[config.mk]
export PLATFORM = sky130hd
export DESIGN_NAME = bru_top
export DESIGN_NICKNAME = d
export VERILOG_FILES = /design/src/verilog/rv_isa_pkg.sv /design/src/verilog/bru_pkg.sv /design/src/verilog/bru_imm_gen.sv /design/src/verilog/bru_cmp.sv /design/src/verilog/bru_trap_csr.sv /design/src/verilog/bru_ctrl.sv /design/src/verilog/bru_top.sv
export SDC_FILE = /design/constraint.sdc
export NUM_CORES = 1
export LEC_CHECK = 0
export ABC_AREA = 1
export BUFFER_PORTS_ARGS = -buffer_cell sky130_fd_sc_hd__buf_2
export CELL_PAD_IN_SITES_DETAIL_PLACEMENT = 2
export CELL_PAD_IN_SITES_GLOBAL_PLACEMENT = 2
export CORE_ASPECT_RATIO = 0.9
export CORE_MARGIN = 2
export CORE_UTILIZATION = 36
export DETAILED_ROUTE_END_ITERATION = 7
export GPL_TIMING_DRIVEN = 0
export PLACE_DENSITY = 0.9
export SLEW_MARGIN = 20
export SYNTH_ARGS = -nofsm -noshare
export SYNTH_HDL_FRONTEND = slang
export SYNTH_SLANG_ARGS = --single-unit
[constraint.sdc]
create_clock -name i_clk -period 9.4 [get_ports i_clk]
set_input_delay 0.47 -clock i_clk [delete_from_list [all_inputs] [get_ports i_clk]]
set_output_delay 0.47 -clock i_clk [all_outputs]
set_load 0.02 [all_outputs]
[src/verilog/rv_isa_pkg.sv]
// RV32I encodings and base widths; referenced by scoped name wherever the ISA is decoded.
package rv_isa_pkg;

  localparam int XLEN = 32;
  localparam int ILEN = 32;

  // ####################
  // Base types
  // ####################

  typedef logic [XLEN-1:0] word_t;
  typedef logic [XLEN-1:0] pc_t;
  typedef logic [ILEN-1:0] inst_t;
  typedef logic [2:0]      funct3_t;
  typedef logic [6:0]      opcode_t;

  // ####################
  // Opcodes
  // ####################

  localparam opcode_t OPC_BRANCH = 7'b1100011;
  localparam opcode_t OPC_JAL    = 7'b1101111;
  localparam opcode_t OPC_JALR   = 7'b1100111;
  localparam opcode_t OPC_SYSTEM = 7'b1110011;

  // Conditional branch funct3.
  localparam funct3_t F3_BEQ  = 3'b000;
  localparam funct3_t F3_BNE  = 3'b001;
  localparam funct3_t F3_BLT  = 3'b100;
  localparam funct3_t F3_BGE  = 3'b101;
  localparam funct3_t F3_BLTU = 3'b110;
  localparam funct3_t F3_BGEU = 3'b111;

  // ####################
  // System instructions
  // ####################

  // Matched against the whole word, so no field decode is needed.
  localparam inst_t INST_ECALL = 32'h0000_0073;
  localparam inst_t INST_MRET  = 32'h3020_0073;

  localparam pc_t INST_BYTES = 32'd4;  // No compressed instructions.

endpackage

[src/verilog/bru_pkg.sv]
// Branch unit internal codes and pipeline bundles; shared by the RTL and the testbench.
package bru_pkg;

  // Branch function, same code points as the older branch unit.
  typedef logic [2:0] brfunc_t;

  localparam brfunc_t BRF_JAL  = 3'b000;
  localparam brfunc_t BRF_JALR = 3'b001;
  localparam brfunc_t BRF_BEQ  = 3'b010;
  localparam brfunc_t BRF_BNE  = 3'b011;
  localparam brfunc_t BRF_BLT  = 3'b100;
  localparam brfunc_t BRF_BGE  = 3'b101;
  localparam brfunc_t BRF_BLTU = 3'b110;
  localparam brfunc_t BRF_BGEU = 3'b111;

  // Immediate format select.
  typedef logic [1:0] immk_t;

  localparam immk_t IMMK_I = 2'd0;
  localparam immk_t IMMK_B = 2'd1;
  localparam immk_t IMMK_J = 2'd2;

  // ####################
  // Pipeline bundles
  // ####################

  typedef struct packed {
    rv_isa_pkg::inst_t inst;
    rv_isa_pkg::pc_t   pc;
    rv_isa_pkg::word_t rs1;
    rv_isa_pkg::word_t rs2;
  } bru_issue_t;

  typedef struct packed {
    logic              bren;
    brfunc_t           brfunc;
    logic              ecall;
    logic              mret;
    rv_isa_pkg::pc_t   pc;
    rv_isa_pkg::word_t rs1;
    rv_isa_pkg::word_t rs2;
    rv_isa_pkg::word_t imm;
  } bru_op_t;

  typedef struct packed {
    logic            taken;
    rv_isa_pkg::pc_t target;
    logic            trap;  // Ecall.
    logic            tret;  // Mret.
  } bru_res_t;

endpackage

[src/verilog/bru_imm_gen.sv]
// Immediate generator: picks the I, B or J field of an instruction and sign-extends it.
`timescale 1ns/1ns

module bru_imm_gen (
  input  rv_isa_pkg::inst_t i_inst,
  input  bru_pkg::immk_t    i_immk,
  output rv_isa_pkg::word_t o_imm
);

  rv_isa_pkg::word_t imm_i;
  rv_isa_pkg::word_t imm_b;
  rv_isa_pkg::word_t imm_j;

  // I format, jalr offset.
  assign imm_i = {{20{i_inst[31]}}, i_inst[31:20]};

  // B format. Bit 0 is always zero.
  assign imm_b = {
    {19{i_inst[31]}},
    i_inst[31],
    i_inst[7],
    i_inst[30:25],
    i_inst[11:8],
    1'b0
  };

  // J format.
  assign imm_j = {
    {11{i_inst[31]}},
    i_inst[31],
    i_inst[19:12],
    i_inst[20],
    i_inst[30:21],
    1'b0
  };

  always_comb begin
    case (i_immk)
      bru_pkg::IMMK_B: o_imm = imm_b;
      bru_pkg::IMMK_J: o_imm = imm_j;
      default:         o_imm = imm_i;  // IMMK_I and the spare code.
    endcase
  end

endmodule

[src/verilog/bru_cmp.sv]
// Branch comparator and target adder; works combinationally on the registered stage-1 op.
`timescale 1ns/1ns

module bru_cmp (
  input  bru_pkg::bru_op_t i_op,
  output logic             o_br_taken,
  output rv_isa_pkg::pc_t  o_br_target
);

  rv_isa_pkg::word_t rs2_neg;
  rv_isa_pkg::word_t diff;
  logic              carry;
  logic              overflow;
  logic              zero;
  logic              signed_less;
  logic              unsigned_less;
  logic              cond;
  rv_isa_pkg::word_t base;
  rv_isa_pkg::word_t jump_sum;
  rv_isa_pkg::pc_t   jump_target;

  // ####################
  // Subtractor
  // ####################

  assign rs2_neg         = ~i_op.rs2 + 32'd1;
  assign {carry, diff}   = {1'b0, i_op.rs1} + {1'b0, rs2_neg};

  // Operand signs differ and the result flips away from rs1.
  assign overflow        = (i_op.rs1[31] != i_op.rs2[31]) && (diff[31] != i_op.rs1[31]);
  assign zero            = ~(|diff);
  assign signed_less     = diff[31] ^ overflow;

  // No carry out means a borrow. A zero rs2 negates to zero and never carries.
  assign unsigned_less   = ~carry & (|i_op.rs2);

  // ####################
  // Condition table
  // ####################

  always_comb begin
    case (i_op.brfunc)
      bru_pkg::BRF_JAL:  cond = 1'b1;
      bru_pkg::BRF_JALR: cond = 1'b1;
      bru_pkg::BRF_BEQ:  cond = zero;
      bru_pkg::BRF_BNE:  cond = ~zero;
      bru_pkg::BRF_BLT:  cond = signed_less;
      bru_pkg::BRF_BGE:  cond = ~signed_less;
      bru_pkg::BRF_BLTU: cond = unsigned_less;
      default:           cond = ~unsigned_less;  // BGEU.
    endcase
  end

  assign o_br_taken = i_op.bren & cond;

  // ####################
  // Target adder
  // ####################

  assign base     = (i_op.brfunc == bru_pkg::BRF_JALR) ? i_op.rs1 : i_op.pc;
  assign jump_sum = base + i_op.imm;

  always_comb begin
    jump_target = jump_sum;
    if (i_op.brfunc == bru_pkg::BRF_JALR) begin
      jump_target[0] = 1'b0;  // ISA clears the low bit on jalr.
    end
  end

  // Not taken, or nothing recognized, steps to the next instruction.
  assign o_br_target = o_br_taken ? jump_target : i_op.pc + rv_isa_pkg::INST_BYTES;

endmodule

[src/verilog/bru_trap_csr.sv]
// Machine trap registers mepc and mtvec; supplies the ecall or mret target to stage 2.
`timescale 1ns/1ns

module bru_trap_csr (
  input  logic              i_clk,
  input  logic              i_rst_n,
  input  logic              i_csr_wr,
  input  rv_isa_pkg::word_t i_csr_wdata,
  input  logic              i_ecall_commit,
  input  rv_isa_pkg::pc_t   i_epc,
  input  logic              i_mret,
  output rv_isa_pkg::pc_t   o_ep_target
);

  rv_isa_pkg::pc_t   mepc;
  rv_isa_pkg::word_t mtvec;

  // ####################
  // mepc
  // ####################

  // Captured on the edge that retires the ecall, so a following mret sees it.
  always_ff @(posedge i_clk) begin
    if (!i_rst_n) begin
      mepc <= '0;
    end else if (i_ecall_commit) begin
      mepc <= i_epc;
    end
  end

  // ####################
  // mtvec
  // ####################

  always_ff @(posedge i_clk) begin
    if (!i_rst_n) begin
      mtvec <= '0;
    end else if (i_csr_wr) begin
      mtvec <= i_csr_wdata;  // Direct mode only.
    end
  end

  // Read of the current values; a same-cycle write lands on the next edge.
  assign o_ep_target = i_mret ? mepc : mtvec;

endmodule

[src/verilog/bru_ctrl.sv]
// Branch unit control: decodes each issued instruction and holds the two pipeline stages.
`timescale 1ns/1ns

module bru_ctrl (
  input  logic                i_clk,
  input  logic                i_rst_n,
  input  logic                i_issue,
  input  bru_pkg::bru_issue_t i_issue_data,
  input  rv_isa_pkg::word_t   i_imm,
  input  logic                i_br_taken,
  input  rv_isa_pkg::pc_t     i_br_target,
  input  rv_isa_pkg::pc_t     i_ep_target,
  output bru_pkg::immk_t      o_immk,
  output logic                o_op_vld,
  output bru_pkg::bru_op_t    o_op,
  output logic                o_res,
  output bru_pkg::bru_res_t   o_res_data
);

  rv_isa_pkg::opcode_t opcode;
  rv_isa_pkg::funct3_t funct3;
  logic                is_system;
  logic                dec_bren;
  bru_pkg::brfunc_t    dec_brfunc;
  logic                dec_ecall;
  logic                dec_mret;
  logic                ep_sel;

  // ####################
  // Decode
  // ####################

  assign opcode    = i_issue_data.inst[6:0];
  assign funct3    = i_issue_data.inst[14:12];
  assign is_system = (opcode == rv_isa_pkg::OPC_SYSTEM);
  assign dec_ecall = is_system && (i_issue_data.inst == rv_isa_pkg::INST_ECALL);
  assign dec_mret  = is_system && (i_issue_data.inst == rv_isa_pkg::INST_MRET);

  always_comb begin
    dec_bren   = 1'b0;
    dec_brfunc = bru_pkg::BRF_JAL;
    o_immk     = bru_pkg::IMMK_I;
    case (opcode)
      rv_isa_pkg::OPC_BRANCH: begin
        o_immk   = bru_pkg::IMMK_B;
        dec_bren = 1'b1;
        case (funct3)
          rv_isa_pkg::F3_BEQ:  dec_brfunc = bru_pkg::BRF_BEQ;
          rv_isa_pkg::F3_BNE:  dec_brfunc = bru_pkg::BRF_BNE;
          rv_isa_pkg::F3_BLT:  dec_brfunc = bru_pkg::BRF_BLT;
          rv_isa_pkg::F3_BGE:  dec_brfunc = bru_pkg::BRF_BGE;
          rv_isa_pkg::F3_BLTU: dec_brfunc = bru_pkg::BRF_BLTU;
          rv_isa_pkg::F3_BGEU: dec_brfunc = bru_pkg::BRF_BGEU;
          default:             dec_bren   = 1'b0;  // 010/011 reserved, falls through.
        endcase
      end
      rv_isa_pkg::OPC_JAL: begin
        o_immk     = bru_pkg::IMMK_J;
        dec_bren   = 1'b1;
        dec_brfunc = bru_pkg::BRF_JAL;
      end
      rv_isa_pkg::OPC_JALR: begin
        dec_bren   = 1'b1;
        dec_brfunc = bru_pkg::BRF_JALR;
      end
      default: ;
    endcase
  end

  // ####################
  // Stage 1
  // ####################

  always_ff @(posedge i_clk) begin
    if (!i_rst_n) begin
      o_op_vld <= 1'b0;
    end else begin
      o_op_vld <= i_issue;
    end
  end

  always_ff @(posedge i_clk) begin
    if (i_issue) begin
      o_op.bren   <= dec_bren;
      o_op.brfunc <= dec_brfunc;
      o_op.ecall  <= dec_ecall;
      o_op.mret   <= dec_mret;
      o_op.pc     <= i_issue_data.pc;
      o_op.rs1    <= i_issue_data.rs1;
      o_op.rs2    <= i_issue_data.rs2;
      o_op.imm    <= i_imm;
    end
  end

  // ####################
  // Stage 2
  // ####################

  assign ep_sel = o_op.ecall | o_op.mret;  // Trap path wins over the comparator.

  always_ff @(posedge i_clk) begin
    if (!i_rst_n) begin
      o_res <= 1'b0;
    end else begin
      o_res <= o_op_vld;
    end
  end

  always_ff @(posedge i_clk) begin
    if (o_op_vld) begin
      o_res_data.taken  <= i_br_taken | ep_sel;
      o_res_data.target <= ep_sel ? i_ep_target : i_br_target;
      o_res_data.trap   <= o_op.ecall;
      o_res_data.tret   <= o_op.mret;
    end
  end

endmodule

[src/verilog/bru_top.sv]
// Branch resolution unit top level; one result per issue, two cycles later.
`timescale 1ns/1ns

module bru_top (
  input  logic                i_clk,
  input  logic                i_rst_n,
  input  logic                i_issue,
  input  bru_pkg::bru_issue_t i_issue_data,
  input  logic                i_csr_wr,
  input  rv_isa_pkg::word_t   i_csr_wdata,
  output logic                o_res,
  output bru_pkg::bru_res_t   o_res_data
);

  bru_pkg::immk_t    immk;
  rv_isa_pkg::word_t imm;
  logic              op_vld;
  bru_pkg::bru_op_t  op;
  logic              br_taken;
  rv_isa_pkg::pc_t   br_target;
  rv_isa_pkg::pc_t   ep_target;

  bru_ctrl u_ctrl (
    .i_clk        (i_clk),
    .i_rst_n      (i_rst_n),
    .i_issue      (i_issue),
    .i_issue_data (i_issue_data),
    .i_imm        (imm),
    .i_br_taken   (br_taken),
    .i_br_target  (br_target),
    .i_ep_target  (ep_target),
    .o_immk       (immk),
    .o_op_vld     (op_vld),
    .o_op         (op),
    .o_res        (o_res),
    .o_res_data   (o_res_data)
  );

  bru_imm_gen u_imm_gen (
    .i_inst (i_issue_data.inst),
    .i_immk (immk),
    .o_imm  (imm)
  );

  bru_cmp u_cmp (
    .i_op        (op),
    .o_br_taken  (br_taken),
    .o_br_target (br_target)
  );

  bru_trap_csr u_trap_csr (
    .i_clk          (i_clk),
    .i_rst_n        (i_rst_n),
    .i_csr_wr       (i_csr_wr),
    .i_csr_wdata    (i_csr_wdata),
    .i_ecall_commit (op_vld & op.ecall),  // Stage-2 ecall.
    .i_epc          (op.pc),
    .i_mret         (op.mret),
    .o_ep_target    (ep_target)
  );

endmodule

==> metrics.cfg <==
[run_status]
status = completed

[worst_setup_path]
slowest_delay_ps = 500
crit_path_end = u_ctrl.o_res_data[8]$_DFFE_PP_
ff2ff_setup_slack_ps = 3050
crit_path_frequent_cell = nand2_1
crit_type = reg -> reg
slowest_stage = nor4_1
cp_max_fo = 7
startpoint = u_ctrl.o_op[32]$_DFFE_PP_
rr_startpoint = u_ctrl.o_op[32]$_DFFE_PP_
reg2regPathDepth = 32
r2r-end = u_ctrl.o_res_data[8]$_DFFE_PP_
worst_setup_path_end_kind = flip-flop
start_kind = flip-flop
cp_data_arrival_time_ps = 6780
worstPathRequired_ps = 9830

[logic_synthesis]
yosysSeqAreaShare_pct = 41.6
syn_area_per_cell_sq_um = 7.52
synth_nets = 2175
syn_area_sq_mm = 0.0146
ys_types = 49
yosysWarnings = 0
netlist_instances = 1940
ys_ff_latch = 224

[clock_tree]
cts_setup_buffers = 0
clkTransAtPathRegs_ps = 70
clockBufferDepth = 3
clk_latency_ps = 590
cts_inserted_buffers = 27
cts_tree = yes
cts.sinks = 224
cts_max_level = 1
cts_resized = 0
cts-root-buf = clkbuf_16
hold_buffers = 0

[timing]
hold_slack_ps = 61.1
fmax_ghz = 0.158
period_share_pct = 67.5
layout_setup_ws_ps = 3050
tightestPinTransition_ps = 698
hold_viol_final = 0
finalCriticalPeriod_ps = 6350
setup_viol = 0
skew_ps = 12.5
final_max_slew_viol_count = 0
fin_setup_tns_ps = 0
slew_headroom_pct = 53.0
rsz0062_at_grt = false

[floorplan]
row_count = 69
pin_count = 200
core_area_sq_mm = 0.0397
initial_core_util_pct = 36.7
die_y_microns = 195
die_area_sq_mm = 0.0421
die_w_microns = 216

[placed_design]
io_buffers = 198
routabilityCongestion = 0.900
place_inst = 2672
dpl_worst_slack_ps = 3100
place_hpwl_microns = 47800

[pwr]
p_sw_share_pct = 34.5
power_mw = 3.10
p_seq_share_pct = 38.7
p_switching_mw = 1.07
p_per_area_mw_per_mm2 = 181
p_clk_share_pct = 34.7
irDropWorstVdd_v = 0.000140
leakage_nw = 8.16
intPower_mw = 2.03
pwr-share-comb_pct = 26.6

[route]
dr.pass1.iters = 5
viasPerCell = 5.23
remaining_drc_errors = 0
routedWlPerCell_microns = 21.4
drt_iter0_markers = 625
wirelength_microns = 58100
num_vias = 14200
drtAntennaViolNets = 0

[layout]
fin_cells = 2721
final_common_cell = nand2_1
final_cell_mix = 446 x nand2_1, 285 x nor2_1, 259 x inv_1
nNetsFinal = 2404
antenna_cells = 0
syn2layout_area_growth_pct = 17.8
drive_above_1_share_pct = 13.9

[hold_path]
hold_path.class = in -> reg

[global_routing]
grt_overflow = 0
grt_pass1_wl_microns = 91400
grt_antenna_before_repair = 0
track_usage_pct = 27.6
grt_pass1_vias = 16300
grt_max_degree = 75

[run]
cap_violations = 0

logic make-up (layout without fill, tap and decap cells):
logic type,Yosys count,in the layout,share of synthesized area [%]
simple gates,978,978,29.0
buf+inv,311,560,8.28
mux,4,4,0.309
flops,224,224,41.6
fa+ha+maj,71,71,6.20
xor+xnor,80,80,4.81
compound gates,272,272,9.77
metrics by stage:
| stage | cell area [sq um] | utilization [%] |
|---|---|---|
| final | 17200 | 43.3 |
| after global routing | 17200 | 43.3 |
| after CTS | 17200 | 43.3 |
| after detailed placement | 16300 | 41.0 |
| after global placement | 16200 | 40.9 |
| after floorplan | 14600 | - |
area by class of cell:
type / count / area (sq um)
Clock buffer: 39 / 762
Clock inverter: 10 / 124
Timing Repair Buffer: 200 / 1040
Inverter: 262 / 983
Tap cell: 532 / 666
Multi-Input combinational cell: 1405 / 7310
Sequential cell: 224 / 6070
Fill cell: 4647 / 22500
Buffer: 49 / 224
Yosys cell counts (all sizes together):
master / number / area, sq um
o211ai: 4 / 30.0
nand4: 20 / 125
clkinv: 1 / 3.75
o21ai: 135 / 676
nand2: 457 / 1740
nand3b: 13 / 97.6
or2: 3 / 18.8
buf: 13 / 88.8
and3: 2 / 12.5
mux2: 4 / 45.0
o21a: 3 / 22.5
nand3: 139 / 756
clkbuf: 36 / 135
nor3b: 1 / 7.51
a21oi: 113 / 569
edfxtp: 158 / 4740
dfxtp: 66 / 1320
o221ai: 1 / 8.76
or3: 2 / 12.5
nor3: 30 / 213
xnor2: 23 / 201
and2: 3 / 18.8
a31oi: 2 / 12.5
ha: 69 / 863
nor4: 12 / 81.3
xor2: 57 / 499
a21o: 5 / 37.5
fa: 2 / 40.0
o31ai: 1 / 7.51
a21boi: 3 / 22.5
inv: 261 / 980
o21bai: 4 / 30.0
nor2: 296 / 1150
a221oi: 1 / 8.76
worst max-delay path: cells and delay by family (launching register included):
kind,cells,cell delay (ps)
xor gates and xnor gates,1,150
buffers and inverters,4,500
DFF,1,410
adders and majority gates,2,620
and+or+nand+nor,25,4480
registers in the layout, indices dropped and copies added, names as in the netlist:
signal	count
u_ctrl.o_res_data	35
u_ctrl.o_res	1
u_ctrl.o_op_vld	1
u_ctrl.o_op	123
u_trap_csr.mtvec	32
u_trap_csr.mepc	32
layer usage:
layer  track usage (%)  wire length (microns)  vias to the layer above
met4              8.63                   1890                        0
met1              31.8                  23600                     7058
met2              53.0                  30900                      284
met3              3.00                   1730                      101
li1                  -                      -                     6788
met5                 0                      0                        -
power by group through the flow:
stage	registers [mW]	logic, mW	clock network, mW
2_1_floorplan	1.21	0.514	0
3_3_place_gp	1.22	0.746	0
3_5_place_dp	1.22	0.814	0
4_1_cts	1.20	0.825	1.10
5_1_grt	1.21	0.919	1.13
6_report	1.20	0.824	1.08
worst min path at each step:
stage / from / end / slack (ps) / cells after the start
after floorplan: u_ctrl.o_op[128]$_DFFE_PP_ / u_ctrl.o_res_data[0]$_DFFE_PP_ / 420 / 0
after CTS: i_issue_data[35] / u_ctrl.o_op[67]$_DFFE_PP_ / 40 / 1
after detailed placement: u_trap_csr.mepc[23]$_SDFFE_PN0P_ / u_trap_csr.mepc[23]$_SDFFE_PN0P_ / 490 / 2
after global placement: u_trap_csr.mepc[13]$_SDFFE_PN0P_ / u_trap_csr.mepc[13]$_SDFFE_PN0P_ / 460 / 2
after global routing: i_issue_data[36] / u_ctrl.o_op[68]$_DFFE_PP_ / 50 / 1
final: i_issue_data[86] / u_ctrl.o_op[118]$_DFFE_PP_ / 60 / 1
No activity file was read; power rests on OpenSTA's default activity.
